### src/verilog/symbol_map_pkg.sv
/*
  Symbol mapper definitions for the symbol width, sample table and pairing FSM states
*/
package symbol_map_pkg;

  localparam int BITS_PER_SYM = 2;             // QPSK

  // A symbol doubles as the sample table address
  typedef logic [BITS_PER_SYM-1:0] sym_t;

  typedef logic [31:0] sample_t;               // Packed I/Q output sample

  localparam int LUT_DEPTH = 4;

  // Bit pairing
  typedef enum logic {
    WAIT_FIRST,
    WAIT_SECOND
  } map_state_t;

endpackage

### src/verilog/conv_code_pkg.sv
/*
  Convolutional code definitions for the constraint length, generator taps,
  puncture pattern and the counter widths used along the encoder path
*/
package conv_code_pkg;

  ////////////////////
  // Code
  ////////////////////

  localparam int CODE_K = 7;                   // Constraint length

  typedef logic [CODE_K-1:0] code_reg_t;       // Bit 0 is the newest input bit

  // NASA standard (7, 1/2) generator taps
  localparam code_reg_t DEF_G_UPPER = 7'b1011011;
  localparam code_reg_t DEF_G_LOWER = 7'b1111001;

  ////////////////////
  // Puncturing
  ////////////////////

  localparam int PUNCT_RATE = 3;               // Rate 3/4

  typedef logic [2*PUNCT_RATE-1:0] punct_vec_t;

  // Interleaved upper/lower keep mask walked from the top bit down
  localparam punct_vec_t DEF_PUNCT_VEC = 6'b110110;

  typedef logic [2:0] punct_idx_t;

  ////////////////////
  // Input side
  ////////////////////

  typedef logic [31:0] data_word_t;
  typedef logic [4:0]  bit_cnt_t;              // Bit position within a word
  typedef logic [2:0]  warm_cnt_t;             // Counts the register fill

endpackage
### src/verilog/coded_pair_if.sv
/*
  Coded bit pair link between the convolutional encoder and the puncturer
*/
`timescale 1ns/1ps

interface coded_pair_if;

  logic upper;                                 // Parity of the upper branch
  logic lower;                                 // Parity of the lower branch
  logic valid;
  logic ready;

  // Encoder side
  modport enc (
    output upper,
    output lower,
    output valid,
    input  ready
  );

  // Puncturer side
  modport punct (
    input  upper,
    input  lower,
    input  valid,
    output ready
  );

endinterface

### src/verilog/qpsk_encoder_top.sv
/*
  Rate-3/4 convolutional encoder with QPSK mapping, from payload words
  to table-mapped output samples
*/
`timescale 1ns/1ps

module qpsk_encoder_top #(
  parameter conv_code_pkg::code_reg_t  P_G_UPPER   = conv_code_pkg::DEF_G_UPPER,
  parameter conv_code_pkg::code_reg_t  P_G_LOWER   = conv_code_pkg::DEF_G_LOWER,
  parameter conv_code_pkg::punct_vec_t P_PUNCT_VEC = conv_code_pkg::DEF_PUNCT_VEC
) (
  input  logic                      ce_clk,
  input  logic                      i_rst_n,
  // Payload words
  input  conv_code_pkg::data_word_t i_in_data,
  input  logic                      i_in_valid,
  output logic                      o_in_ready,
  // Mapped samples
  output symbol_map_pkg::sample_t   o_out_data,
  output logic                      o_out_valid,
  input  logic                      i_out_ready,
  // Configuration
  input  logic                      i_reverse_bits,
  input  logic                      i_swap_iq,
  input  logic                      i_clear,
  // Sample table write
  input  logic                      i_lut_we,
  input  symbol_map_pkg::sym_t      i_lut_addr,
  input  symbol_map_pkg::sample_t   i_lut_data
);

  logic raw_bit;
  logic raw_bit_valid;
  logic raw_bit_ready;
  logic kept_bit;
  logic kept_bit_valid;
  logic kept_bit_ready;

  coded_pair_if pair_if ();

  word_unpacker unpacker_i (
    .ce_clk         (ce_clk),
    .i_rst_n        (i_rst_n),
    .i_clear        (i_clear),
    .i_reverse_bits (i_reverse_bits),
    .i_data         (i_in_data),
    .i_valid        (i_in_valid),
    .o_ready        (o_in_ready),
    .o_bit          (raw_bit),
    .o_bit_valid    (raw_bit_valid),
    .i_bit_ready    (raw_bit_ready)
  );

  conv_encoder #(
    .P_G_UPPER (P_G_UPPER),
    .P_G_LOWER (P_G_LOWER)
  ) encoder_i (
    .ce_clk      (ce_clk),
    .i_rst_n     (i_rst_n),
    .i_clear     (i_clear),
    .i_bit       (raw_bit),
    .i_bit_valid (raw_bit_valid),
    .o_bit_ready (raw_bit_ready),
    .o_pair      (pair_if.enc)
  );

  pair_puncturer #(
    .P_PUNCT_VEC (P_PUNCT_VEC)
  ) puncturer_i (
    .ce_clk      (ce_clk),
    .i_rst_n     (i_rst_n),
    .i_clear     (i_clear),
    .i_pair      (pair_if.punct),
    .o_bit       (kept_bit),
    .o_bit_valid (kept_bit_valid),
    .i_bit_ready (kept_bit_ready)
  );

  symbol_mapper mapper_i (
    .ce_clk         (ce_clk),
    .i_rst_n        (i_rst_n),
    .i_clear        (i_clear),
    .i_swap_iq      (i_swap_iq),
    .i_bit          (kept_bit),
    .i_bit_valid    (kept_bit_valid),
    .o_bit_ready    (kept_bit_ready),
    .i_lut_we       (i_lut_we),
    .i_lut_addr     (i_lut_addr),
    .i_lut_data     (i_lut_data),
    .o_sample       (o_out_data),
    .o_sample_valid (o_out_valid),
    .i_sample_ready (i_out_ready)
  );

endmodule

### src/verilog/symbol_mapper.sv
/*
  QPSK symbol mapper that pairs kept bits into 2-bit symbols, optionally
  swapping I and Q, and looks each one up in a writable sample table
*/
`timescale 1ns/1ps

module symbol_mapper (
  input  logic                     ce_clk,
  input  logic                     i_rst_n,
  input  logic                     i_clear,
  input  logic                     i_swap_iq,
  input  logic                     i_bit,
  input  logic                     i_bit_valid,
  output logic                     o_bit_ready,
  input  logic                     i_lut_we,
  input  symbol_map_pkg::sym_t     i_lut_addr,
  input  symbol_map_pkg::sample_t  i_lut_data,
  output symbol_map_pkg::sample_t  o_sample,
  output logic                     o_sample_valid,
  input  logic                     i_sample_ready
);

  symbol_map_pkg::sample_t    lut [symbol_map_pkg::LUT_DEPTH];
  symbol_map_pkg::map_state_t state;
  symbol_map_pkg::sym_t       sym;
  symbol_map_pkg::sample_t    sample_q;
  logic                       first_bit;
  logic                       sample_valid;
  logic                       out_free;
  logic                       take_bit;

  assign out_free = !sample_valid || i_sample_ready;

  // The first bit can always be parked while the second needs output room
  assign o_bit_ready = (state == symbol_map_pkg::WAIT_FIRST) || out_free;
  assign take_bit    = i_bit_valid && o_bit_ready;

  assign sym = i_swap_iq ? {i_bit, first_bit} : {first_bit, i_bit};

  ////////////////////
  // Sample table
  ////////////////////

  always_ff @(posedge ce_clk) begin
    if (i_lut_we) lut[i_lut_addr] <= i_lut_data;
  end

  ////////////////////
  // Pairing FSM
  ////////////////////

  always_ff @(posedge ce_clk) begin
    if (!i_rst_n || i_clear) begin
      state        <= symbol_map_pkg::WAIT_FIRST;
      sample_valid <= 1'b0;
    end else begin
      if (i_sample_ready) sample_valid <= 1'b0;
      if (take_bit) begin
        case (state)
          symbol_map_pkg::WAIT_FIRST: begin
            state <= symbol_map_pkg::WAIT_SECOND;
          end
          default: begin
            state        <= symbol_map_pkg::WAIT_FIRST;
            sample_valid <= 1'b1;              // Symbol complete
          end
        endcase
      end
    end
  end

  // Payload registers
  always_ff @(posedge ce_clk) begin
    if (take_bit && state == symbol_map_pkg::WAIT_FIRST) first_bit <= i_bit;
    if (take_bit && state == symbol_map_pkg::WAIT_SECOND) sample_q <= lut[sym];
  end

  assign o_sample       = sample_q;
  assign o_sample_valid = sample_valid;

endmodule

### src/verilog/pair_puncturer.sv
/*
  Puncturer that serializes coded pairs upper bit first and forwards only
  the bits the puncture pattern keeps
*/
`timescale 1ns/1ps

module pair_puncturer #(
  parameter conv_code_pkg::punct_vec_t P_PUNCT_VEC = conv_code_pkg::DEF_PUNCT_VEC
) (
  input  logic        ce_clk,
  input  logic        i_rst_n,
  input  logic        i_clear,
  coded_pair_if.punct i_pair,
  output logic        o_bit,
  output logic        o_bit_valid,
  input  logic        i_bit_ready
);

  // Index restarts from the top of the pattern
  localparam conv_code_pkg::punct_idx_t IDX_TOP =
    conv_code_pkg::punct_idx_t'(2 * conv_code_pkg::PUNCT_RATE - 1);

  conv_code_pkg::punct_idx_t punct_idx;
  logic                      lower_phase;      // Set while the lower bit is next
  logic                      cur_bit;
  logic                      keep_bit;
  logic                      out_free;
  logic                      step;
  logic                      out_bit;
  logic                      out_valid;

  assign cur_bit  = lower_phase ? i_pair.lower : i_pair.upper;
  assign keep_bit = P_PUNCT_VEC[punct_idx];
  assign out_free = !out_valid || i_bit_ready;

  // A dropped bit needs no room in the output register
  assign step         = i_pair.valid && (!keep_bit || out_free);
  assign i_pair.ready = step && lower_phase;   // Pair done once its lower bit goes

  ////////////////////
  // Serializer
  ////////////////////

  always_ff @(posedge ce_clk) begin
    if (!i_rst_n || i_clear) begin
      punct_idx   <= IDX_TOP;
      lower_phase <= 1'b0;
      out_valid   <= 1'b0;
    end else begin
      if (i_bit_ready) out_valid <= 1'b0;
      if (step) begin
        lower_phase <= !lower_phase;
        punct_idx   <= (punct_idx == '0) ? IDX_TOP : punct_idx - 1'b1;
        if (keep_bit) out_valid <= 1'b1;
      end
    end
  end

  always_ff @(posedge ce_clk) begin
    if (step && keep_bit) out_bit <= cur_bit;
  end

  assign o_bit       = out_bit;
  assign o_bit_valid = out_valid;

endmodule

### src/verilog/conv_encoder.sv
/*
  Convolutional encoder with a K-bit shift register and two XOR parity branches
  whose output stays suppressed until the register has filled
*/
`timescale 1ns/1ps

module conv_encoder #(
  parameter conv_code_pkg::code_reg_t P_G_UPPER = conv_code_pkg::DEF_G_UPPER,
  parameter conv_code_pkg::code_reg_t P_G_LOWER = conv_code_pkg::DEF_G_LOWER
) (
  input  logic      ce_clk,
  input  logic      i_rst_n,
  input  logic      i_clear,
  input  logic      i_bit,
  input  logic      i_bit_valid,
  output logic      o_bit_ready,
  coded_pair_if.enc o_pair
);

  localparam int K = conv_code_pkg::CODE_K;

  conv_code_pkg::code_reg_t code_reg;
  conv_code_pkg::code_reg_t code_next;
  conv_code_pkg::warm_cnt_t warm_cnt;
  logic                     pair_valid;
  logic                     pair_upper;
  logic                     pair_lower;
  logic                     take_bit;
  logic                     warm_done;

  // Accept a bit only if the pair register is free or draining
  assign o_bit_ready = !pair_valid || o_pair.ready;
  assign take_bit    = i_bit_valid && o_bit_ready;

  assign code_next = {code_reg[K-2:0], i_bit};  // Newest bit enters at bit 0
  assign warm_done = (warm_cnt == conv_code_pkg::warm_cnt_t'(K - 1));

  ////////////////////
  // Shift register
  ////////////////////

  always_ff @(posedge ce_clk) begin
    if (!i_rst_n || i_clear) begin
      code_reg   <= '0;
      warm_cnt   <= '0;
      pair_valid <= 1'b0;
    end else begin
      if (o_pair.ready) pair_valid <= 1'b0;    // Pair handed to the puncturer
      if (take_bit) begin
        code_reg <= code_next;
        if (warm_done) begin
          pair_valid <= 1'b1;
        end else begin
          warm_cnt <= warm_cnt + 1'b1;         // Still filling so no output yet
        end
      end
    end
  end

  // Parity of the register after the new bit is in
  always_ff @(posedge ce_clk) begin
    if (take_bit && warm_done) begin
      pair_upper <= ^(code_next & P_G_UPPER);
      pair_lower <= ^(code_next & P_G_LOWER);
    end
  end

  assign o_pair.upper = pair_upper;
  assign o_pair.lower = pair_lower;
  assign o_pair.valid = pair_valid;

endmodule

### src/verilog/word_unpacker.sv
/*
  Word unpacker that takes 32-bit payload words and shifts them out one bit
  at a time, MSB first or LSB first
*/
`timescale 1ns/1ps

module word_unpacker (
  input  logic                      ce_clk,
  input  logic                      i_rst_n,
  input  logic                      i_clear,
  input  logic                      i_reverse_bits,
  input  conv_code_pkg::data_word_t i_data,
  input  logic                      i_valid,
  output logic                      o_ready,
  output logic                      o_bit,
  output logic                      o_bit_valid,
  input  logic                      i_bit_ready
);

  localparam int WORD_W = $bits(conv_code_pkg::data_word_t);

  conv_code_pkg::data_word_t word_buf;
  conv_code_pkg::data_word_t data_rev;
  conv_code_pkg::bit_cnt_t   bit_cnt;
  logic                      buf_full;
  logic                      ready_en;         // Holds ready low for a cycle after reset
  logic                      take_bit;
  logic                      last_bit;
  logic                      take_word;

  // LSB-first order is handled by flipping the word on load
  always_comb begin
    for (int n = 0; n < WORD_W; n++) begin
      data_rev[WORD_W-1-n] = i_data[n];
    end
  end

  assign take_bit  = buf_full && i_bit_ready;
  assign last_bit  = (bit_cnt == conv_code_pkg::bit_cnt_t'(WORD_W - 1));
  assign o_ready   = ready_en && (!buf_full || (i_bit_ready && last_bit));
  assign take_word = i_valid && o_ready;

  ////////////////////
  // Control
  ////////////////////

  always_ff @(posedge ce_clk) begin
    if (!i_rst_n || i_clear) begin
      ready_en <= 1'b0;
      buf_full <= 1'b0;
      bit_cnt  <= '0;
    end else begin
      ready_en <= 1'b1;
      if (take_word) begin
        buf_full <= 1'b1;
        bit_cnt  <= '0;
      end else if (take_bit) begin
        bit_cnt <= bit_cnt + 1'b1;               // Wraps to zero after the last bit
        if (last_bit) buf_full <= 1'b0;
      end
    end
  end

  // Shift buffer with the top bit going out first
  always_ff @(posedge ce_clk) begin
    if (take_word) begin
      word_buf <= i_reverse_bits ? data_rev : i_data;
    end else if (take_bit) begin
      word_buf <= {word_buf[WORD_W-2:0], 1'b0};
    end
  end

  assign o_bit       = word_buf[WORD_W-1];
  assign o_bit_valid = buf_full;

endmodule

### config.mk
export PLATFORM = sky130hd
export DESIGN_NAME = qpsk_encoder_top
export DESIGN_NICKNAME = d
export VERILOG_FILES = /design/src/verilog/symbol_map_pkg.sv /design/src/verilog/conv_code_pkg.sv /design/src/verilog/coded_pair_if.sv /design/src/verilog/qpsk_encoder_top.sv /design/src/verilog/symbol_mapper.sv /design/src/verilog/pair_puncturer.sv /design/src/verilog/conv_encoder.sv /design/src/verilog/word_unpacker.sv
export SDC_FILE = /design/constraint.sdc
export NUM_CORES = 1
export LEC_CHECK = 0
export BUFFER_PORTS_ARGS = -buffer_cell sky130_fd_sc_hd__buf_2
export CAP_MARGIN = 15
export CORE_MARGIN = 2
export CORE_UTILIZATION = 35
export CTS_CLUSTER_SIZE = 12
export DETAILED_ROUTE_END_ITERATION = 16
export GPL_TIMING_DRIVEN = 0
export SYNTH_ARGS = -nofsm -noshare
export SYNTH_HDL_FRONTEND = slang
export SYNTH_SLANG_ARGS = --single-unit
### constraint.sdc
create_clock -name ce_clk -period 3.6 [get_ports ce_clk]
set_input_delay 0.36 -clock ce_clk [delete_from_list [all_inputs] [get_ports ce_clk]]
set_output_delay 0.36 -clock ce_clk [all_outputs]
set_load 0.03 [all_outputs]
### Word-level counts from Yosys, hierarchy flattened

Memory sizes are Yosys's and may differ from the RTL's. A register that Yosys moved wholly into a read port is not among the register bits.
Index checks and enable logic that the tools add are counted.

* $add $sub $neg: 3
* $lt $le $gt $ge: 1
* equal/unequal tests: 2
* muxes and demuxes: 25
* bitwise logic cells: 2
* reductions and logical operators: 33

Operator list (number)
* $mux W32: 3
* $mux W1: 18
* $reduce_xor A7 Y1: 2
* $logic_and A1 B1 Y1: 11
* $mux W3: 3
* $logic_not A1 Y1: 7
* $logic_or A1 B1 Y1: 7
* $add A5 B1 Y5 const B: 1
* $eq A5 B5 Y1 const B: 1
* $lt A3 B4 Y1 const B: 1
* $reduce_and A2 Y1: 2
* $reduce_bool A2 Y1: 2
* $add A3 B1 Y3 const B: 1
* $eq A3 B3 Y1 const B: 1
* $logic_not A3 Y1: 1
* $sub A3 B1 Y3 const B: 1
* $mux W2: 1
* $not A1 Y1: 2
* $reduce_or A2 Y1: 1

* register bits after elaboration: 60
* memory bits (writable): 128
* memory bits (read-only): 8
* bits of input ports: 74
* output and inout port bits: 34
* memories kept: 2

Memories
* mapper_i.lut: depth 4, width 32, rd ports 1, clocked after memory_dff 1, write ports 1, RTL line symbol_mapper.sv:23 `symbol_map_pkg::sample_t lut [symbol_map_pkg::LUT_DEPTH];`
* (name not given): depth 8, width 1, rd ports 1, clocked after memory_dff 1, write ports 0, RTL line pair_puncturer.sv:33 `assign keep_bit = P_PUNCT_VEC[punct_idx];`

### Depth between registers and ports, before layout

* depth in word-level cells: 14
* mapped depth: 9
* gate-level depth less buffers: 7

### Modules after synthesis

Synthesis repeated with hierarchy kept, for this count alone.

* cell total of the unflattened synthesis: 561
* area total of the unflattened synthesis: 9390.3 µm²

By module, submodules not included
* symbol_mapper: instances 1, cells an instance 330, area an instance 6293.5 µm², sequential area each 4874.7 µm²
* word_unpacker: instances 1, cells an instance 137, area an instance 2153.3 µm², sequential area each 1101.1 µm²
* conv_encoder: instances 1, cells an instance 59, area an instance 595.6 µm², sequential area each 260.2 µm²
* pair_puncturer: instances 1, cells an instance 35, area an instance 347.8 µm², sequential area each 150.1 µm²

### Worst setup path after synthesis

OpenSTA, ideal clock, no wires.

* path type: input-to-reg
* start point: input port i_lut_addr[1]
* end point: memory mapper_i.lut[0][0] (netlist bit), enable pin
* arrival time: 2.763 ns
* required time: 3.132 ns
* path slack: 0.369 ns
* stages: 1
* path buffers: 0
* cell sequence: nor3b_1

RTL lines
* start, declared: RTL line qpsk_encoder_top.sv:28 `input symbol_map_pkg::sym_t i_lut_addr,`
* end, declared: RTL line symbol_mapper.sv:23

No word-level cell before the write port.

### Worst setup path after layout

* start point: register unpacker_i.bit_cnt[0]
* end point: register unpacker_i.word_buf[15], enable pin

* longest elaborated chain between the ends: 6

RTL lines
* start, declared: RTL line word_unpacker.sv:24 `conv_code_pkg::bit_cnt_t bit_cnt;`
* start signal, assigned: RTL line word_unpacker.sv:58 `bit_cnt <= bit_cnt + 1'b1;`
* $eq A5 B5 Y1: RTL line word_unpacker.sv:39 `assign last_bit = (bit_cnt == conv_code_pkg::bit_cnt_t'(WORD_W - 1));`
* $logic_and A1 B1 Y1: RTL line word_unpacker.sv:40 `assign o_ready = ready_en && (!buf_full || (i_bit_ready && last_bit));`
* $logic_or A1 B1 Y1: RTL line word_unpacker.sv:40
* $logic_and A1 B1 Y1: RTL line word_unpacker.sv:40
* $logic_and A1 B1 Y1: RTL line word_unpacker.sv:41 `assign take_word = i_valid && o_ready;`
* $reduce_bool A2 Y1 (no line)
* end signal, assigned: RTL line word_unpacker.sv:67 `word_buf <= i_reverse_bits ? data_rev : i_data;`
* end signal, assigned: RTL line word_unpacker.sv:69 `word_buf <= {word_buf[WORD_W-2:0], 1'b0};`
* end, declared: RTL line word_unpacker.sv:22 `conv_code_pkg::data_word_t word_buf;`

No other way between the ends.
A chain may end at the register's enable or synchronous reset.

==> results.toml <==
[critical_path]
crit_path_max_incr_delay_ns = 0.34
end_kind = "register"
critPathArrivalTime_ns = 2.78
critPathMaxFanout = 24
crit_slowest_cell = "dfxtp_1"
crit_chain = "ha_1, and3_1, ha_1, nand2b_1, o2111ai_1, buf_4, buf_4, nand2_1, buf_16"
path_class = "register to register"
crit_family = "buffers and inverters"
path_buf_inv = 3
crit_required_ns = 3.85
worstSetupStartpointType = "register"

[synthesis]
ys_seq_area_share_pct = 74.7
synth-seq-cells = 221
synthTopCellsByArea = "edfxtp_1 (69%), mux4_2 (8.2%), dfxtp_1 (5.9%)"
yosys_warnings = 0
synth-async-reset-ratio_pct = 0
synth_top_area_share_pct = 68.8
synthDistinctLibCells = 42
yosysTopAreaCell = "edfxtp_1"
syn_avg_cell_area_sq_um = 17.7
synthCells = 483
syn_area_sq_mm = 0.00855
syn-num-nets = 562
synthFlopType = "edfxtp_1"
synth-edff-count = 196

[cells_and_area]
stdcell_area_sq_mm = 0.0104
drive_gt1_share_pct = 31.7
area_growth_pct = 21.9
largest_register = "mapper_i.lut"
largest_reg_flops = 128
nNetsFinal = 703
final_util_pct = 43.1
nFillCells = 2159
multiInputGateArea_sq_mm = 0.00204
seq_area_sq_mm = 0.00639

[global_route]
grt_overflow_total = 0
gr-usage-all-layers_pct = 12.8
grt_pass1_vias = 4927
antenna_found_initial = 3
grt_pass1_wl_mm = 26.1
grt_max_degree = 25

[die]
chipHeight_um = 160
die_x_um = 160
ios = 108
placementRows = 57
start_util_pct = 35.4
core_area_sq_mm = 0.0242
die_area_sq_mm = 0.0257

[place]
place_hpwl_mm = 11.0
place.gp.congestion = 0.763
port-buffer-count = 106
dpl_cell_area_sq_mm = 0.00967
post-place-ws_ns = 1.05

[cts]
cts.sinks = 221
clockBufferDepth = 3
h-tree-depth = 1
cts_made_buffers = 24
cts_tree = "yes"
cts_hold_buf = 0
clk_pin_slew_worst_paths_ns = 0.06
postCtsSetupRepairBufs = 0
cts-root-buf = "clkbuf_16"
ctsResizeCount = 0
clk_latency_ns = 0.50

[power]
total_power_mw = 5.51
leakagePower_nw = 3.75
ir_worst_vdd_mv = 0.263
power_density_mw_per_mm2 = 529

[timing]
finalMaxSlewViolations = 0
post-route-min-period_ns = 2.53
finalHoldViolCount = 0
tightest_slew_ns = 0.685
rsz0062_at_grt = "false"
setup_ws_ns = 1.07
finClkSkew_ns = 0.00700
timing.fmax_ghz = 0.395
setup_viol = 0
fin_crit_sh_pct = 70.4
relSlewSlack_pct = 54.3

[route]
dr.first_iter.drc_count = 224
num_vias = 4572
routedWlPerCell_um = 17.0
drc = 0
drtPass1Iterations = 4
viasPerCell = 4.73
wirelength_mm = 16.4
antenna_left = 0

[min_path]
hp-class = "primary input to register"

[job]
maxCapViolations = 0

[status]
outcome = "finished clean"
[layer usage]
metal	wire, um	GRT usage (%)	up-vias	part of all wire [%]
met5	13	0	-	0.079
li1	-	-	2173	-
met1	7020	16.0	2256	43
met3	898	2.79	26	5.5
met2	8170	22.6	115	50
met4	304	3.40	2	1.9
[placed cells by master (no fill, tap or decap), drive strengths merged, types with 5 or more instances in the layout]
master | synthesis | layout
a21oi | 15 | 15
buf | 18 | 133
clkbuf | 2 | 37
clkinv | 0 | 6
dfxtp | 25 | 25
edfxtp | 196 | 196
ha | 5 | 5
inv | 6 | 6
mux2i | 38 | 38
mux4 | 32 | 32
nand2 | 48 | 48
nor2 | 13 | 13
o21ai | 40 | 40
xnor2 | 7 | 7
[cells in the mapped netlist (2+ instances only)]
library cell	count
a21oi_1	14
and2_1	3
and3_1	2
buf_1	2
buf_2	7
buf_4	6
buf_6	3
clkbuf_1	2
dfxtp_1	25
edfxtp_1	196
ha_1	5
inv_1	6
mux2_2	2
mux2i_1	37
mux4_2	31
nand2_1	48
nand2b_1	4
nand3_1	3
nor2_1	13
nor2b_1	4
nor3_1	2
o2111ai_1	2
o21ai_0	9
o21ai_1	31
or3_1	3
xnor2_1	7
[cell families (layout without fill, tap and decap cells)]
logic type	count (synthesis)	in the layout	share of synthesized area, %
other cells	0	2	0
fa+ha+maj	5	5	0.731
flops	221	221	74.7
compound gates	63	63	4.08
xor+xnor	7	7	0.717
buf+inv	26	184	1.77
simple gates	89	89	4.83
mux	72	72	13.2
[final timing paths]
path                                            from                            endpoint  slack, ns  cells after the start
hold reg to reg   unpacker_i.bit_cnt[4]$_SDFFE_PP0P_  unpacker_i.bit_cnt[4]$_SDFFE_PP0P_       0.47                      2
setup reg to reg  unpacker_i.bit_cnt[0]$_SDFFE_PP0P_   unpacker_i.word_buf[15]$_DFFE_PP_       1.07                      9
setup / recovery  unpacker_i.bit_cnt[0]$_SDFFE_PP0P_   unpacker_i.word_buf[15]$_DFFE_PP_       1.07                      9
hold / removal                         i_lut_data[9]        mapper_i.lut[1][9]$_DFFE_PP_       0.08                      1
[final cells by class]
| class | instances | area share [%] |
|---|---|---|
| inverters | 6 | 0.216 |
| diodes | 2 | 0.0480 |
| repair buffers | 115 | 6.55 |
| plain buffers | 20 | 1.24 |
| multi-input cells | 236 | 19.6 |
| clock buffers | 35 | 6.45 |
| clock inverters | 8 | 0.816 |
| well taps | 324 | 3.89 |
| flip-flops and latches | 221 | 61.2 |
[power by group]
group / switching (mW) / internal [mW] / total (mW)
logic: 0.136 / 0.118 / 0.254
registers: 0.0205 / 2.89 / 2.91
clock network: 0.918 / 1.43 / 2.35
[stage by stage]
stage / TNS (ns) / std cells / hold WS, ns
floorplan: 0 / 483 / 0.432
global placement: -69.84 / 913 / 0.445
detailed placement: 0 / 922 / 0.470
CTS: 0 / 965 / 0.0535
global route: 0 / 965 / 0.0556
finish: 0 / 967 / 0.0755
No activity file was read; power rests on OpenSTA's default activity.
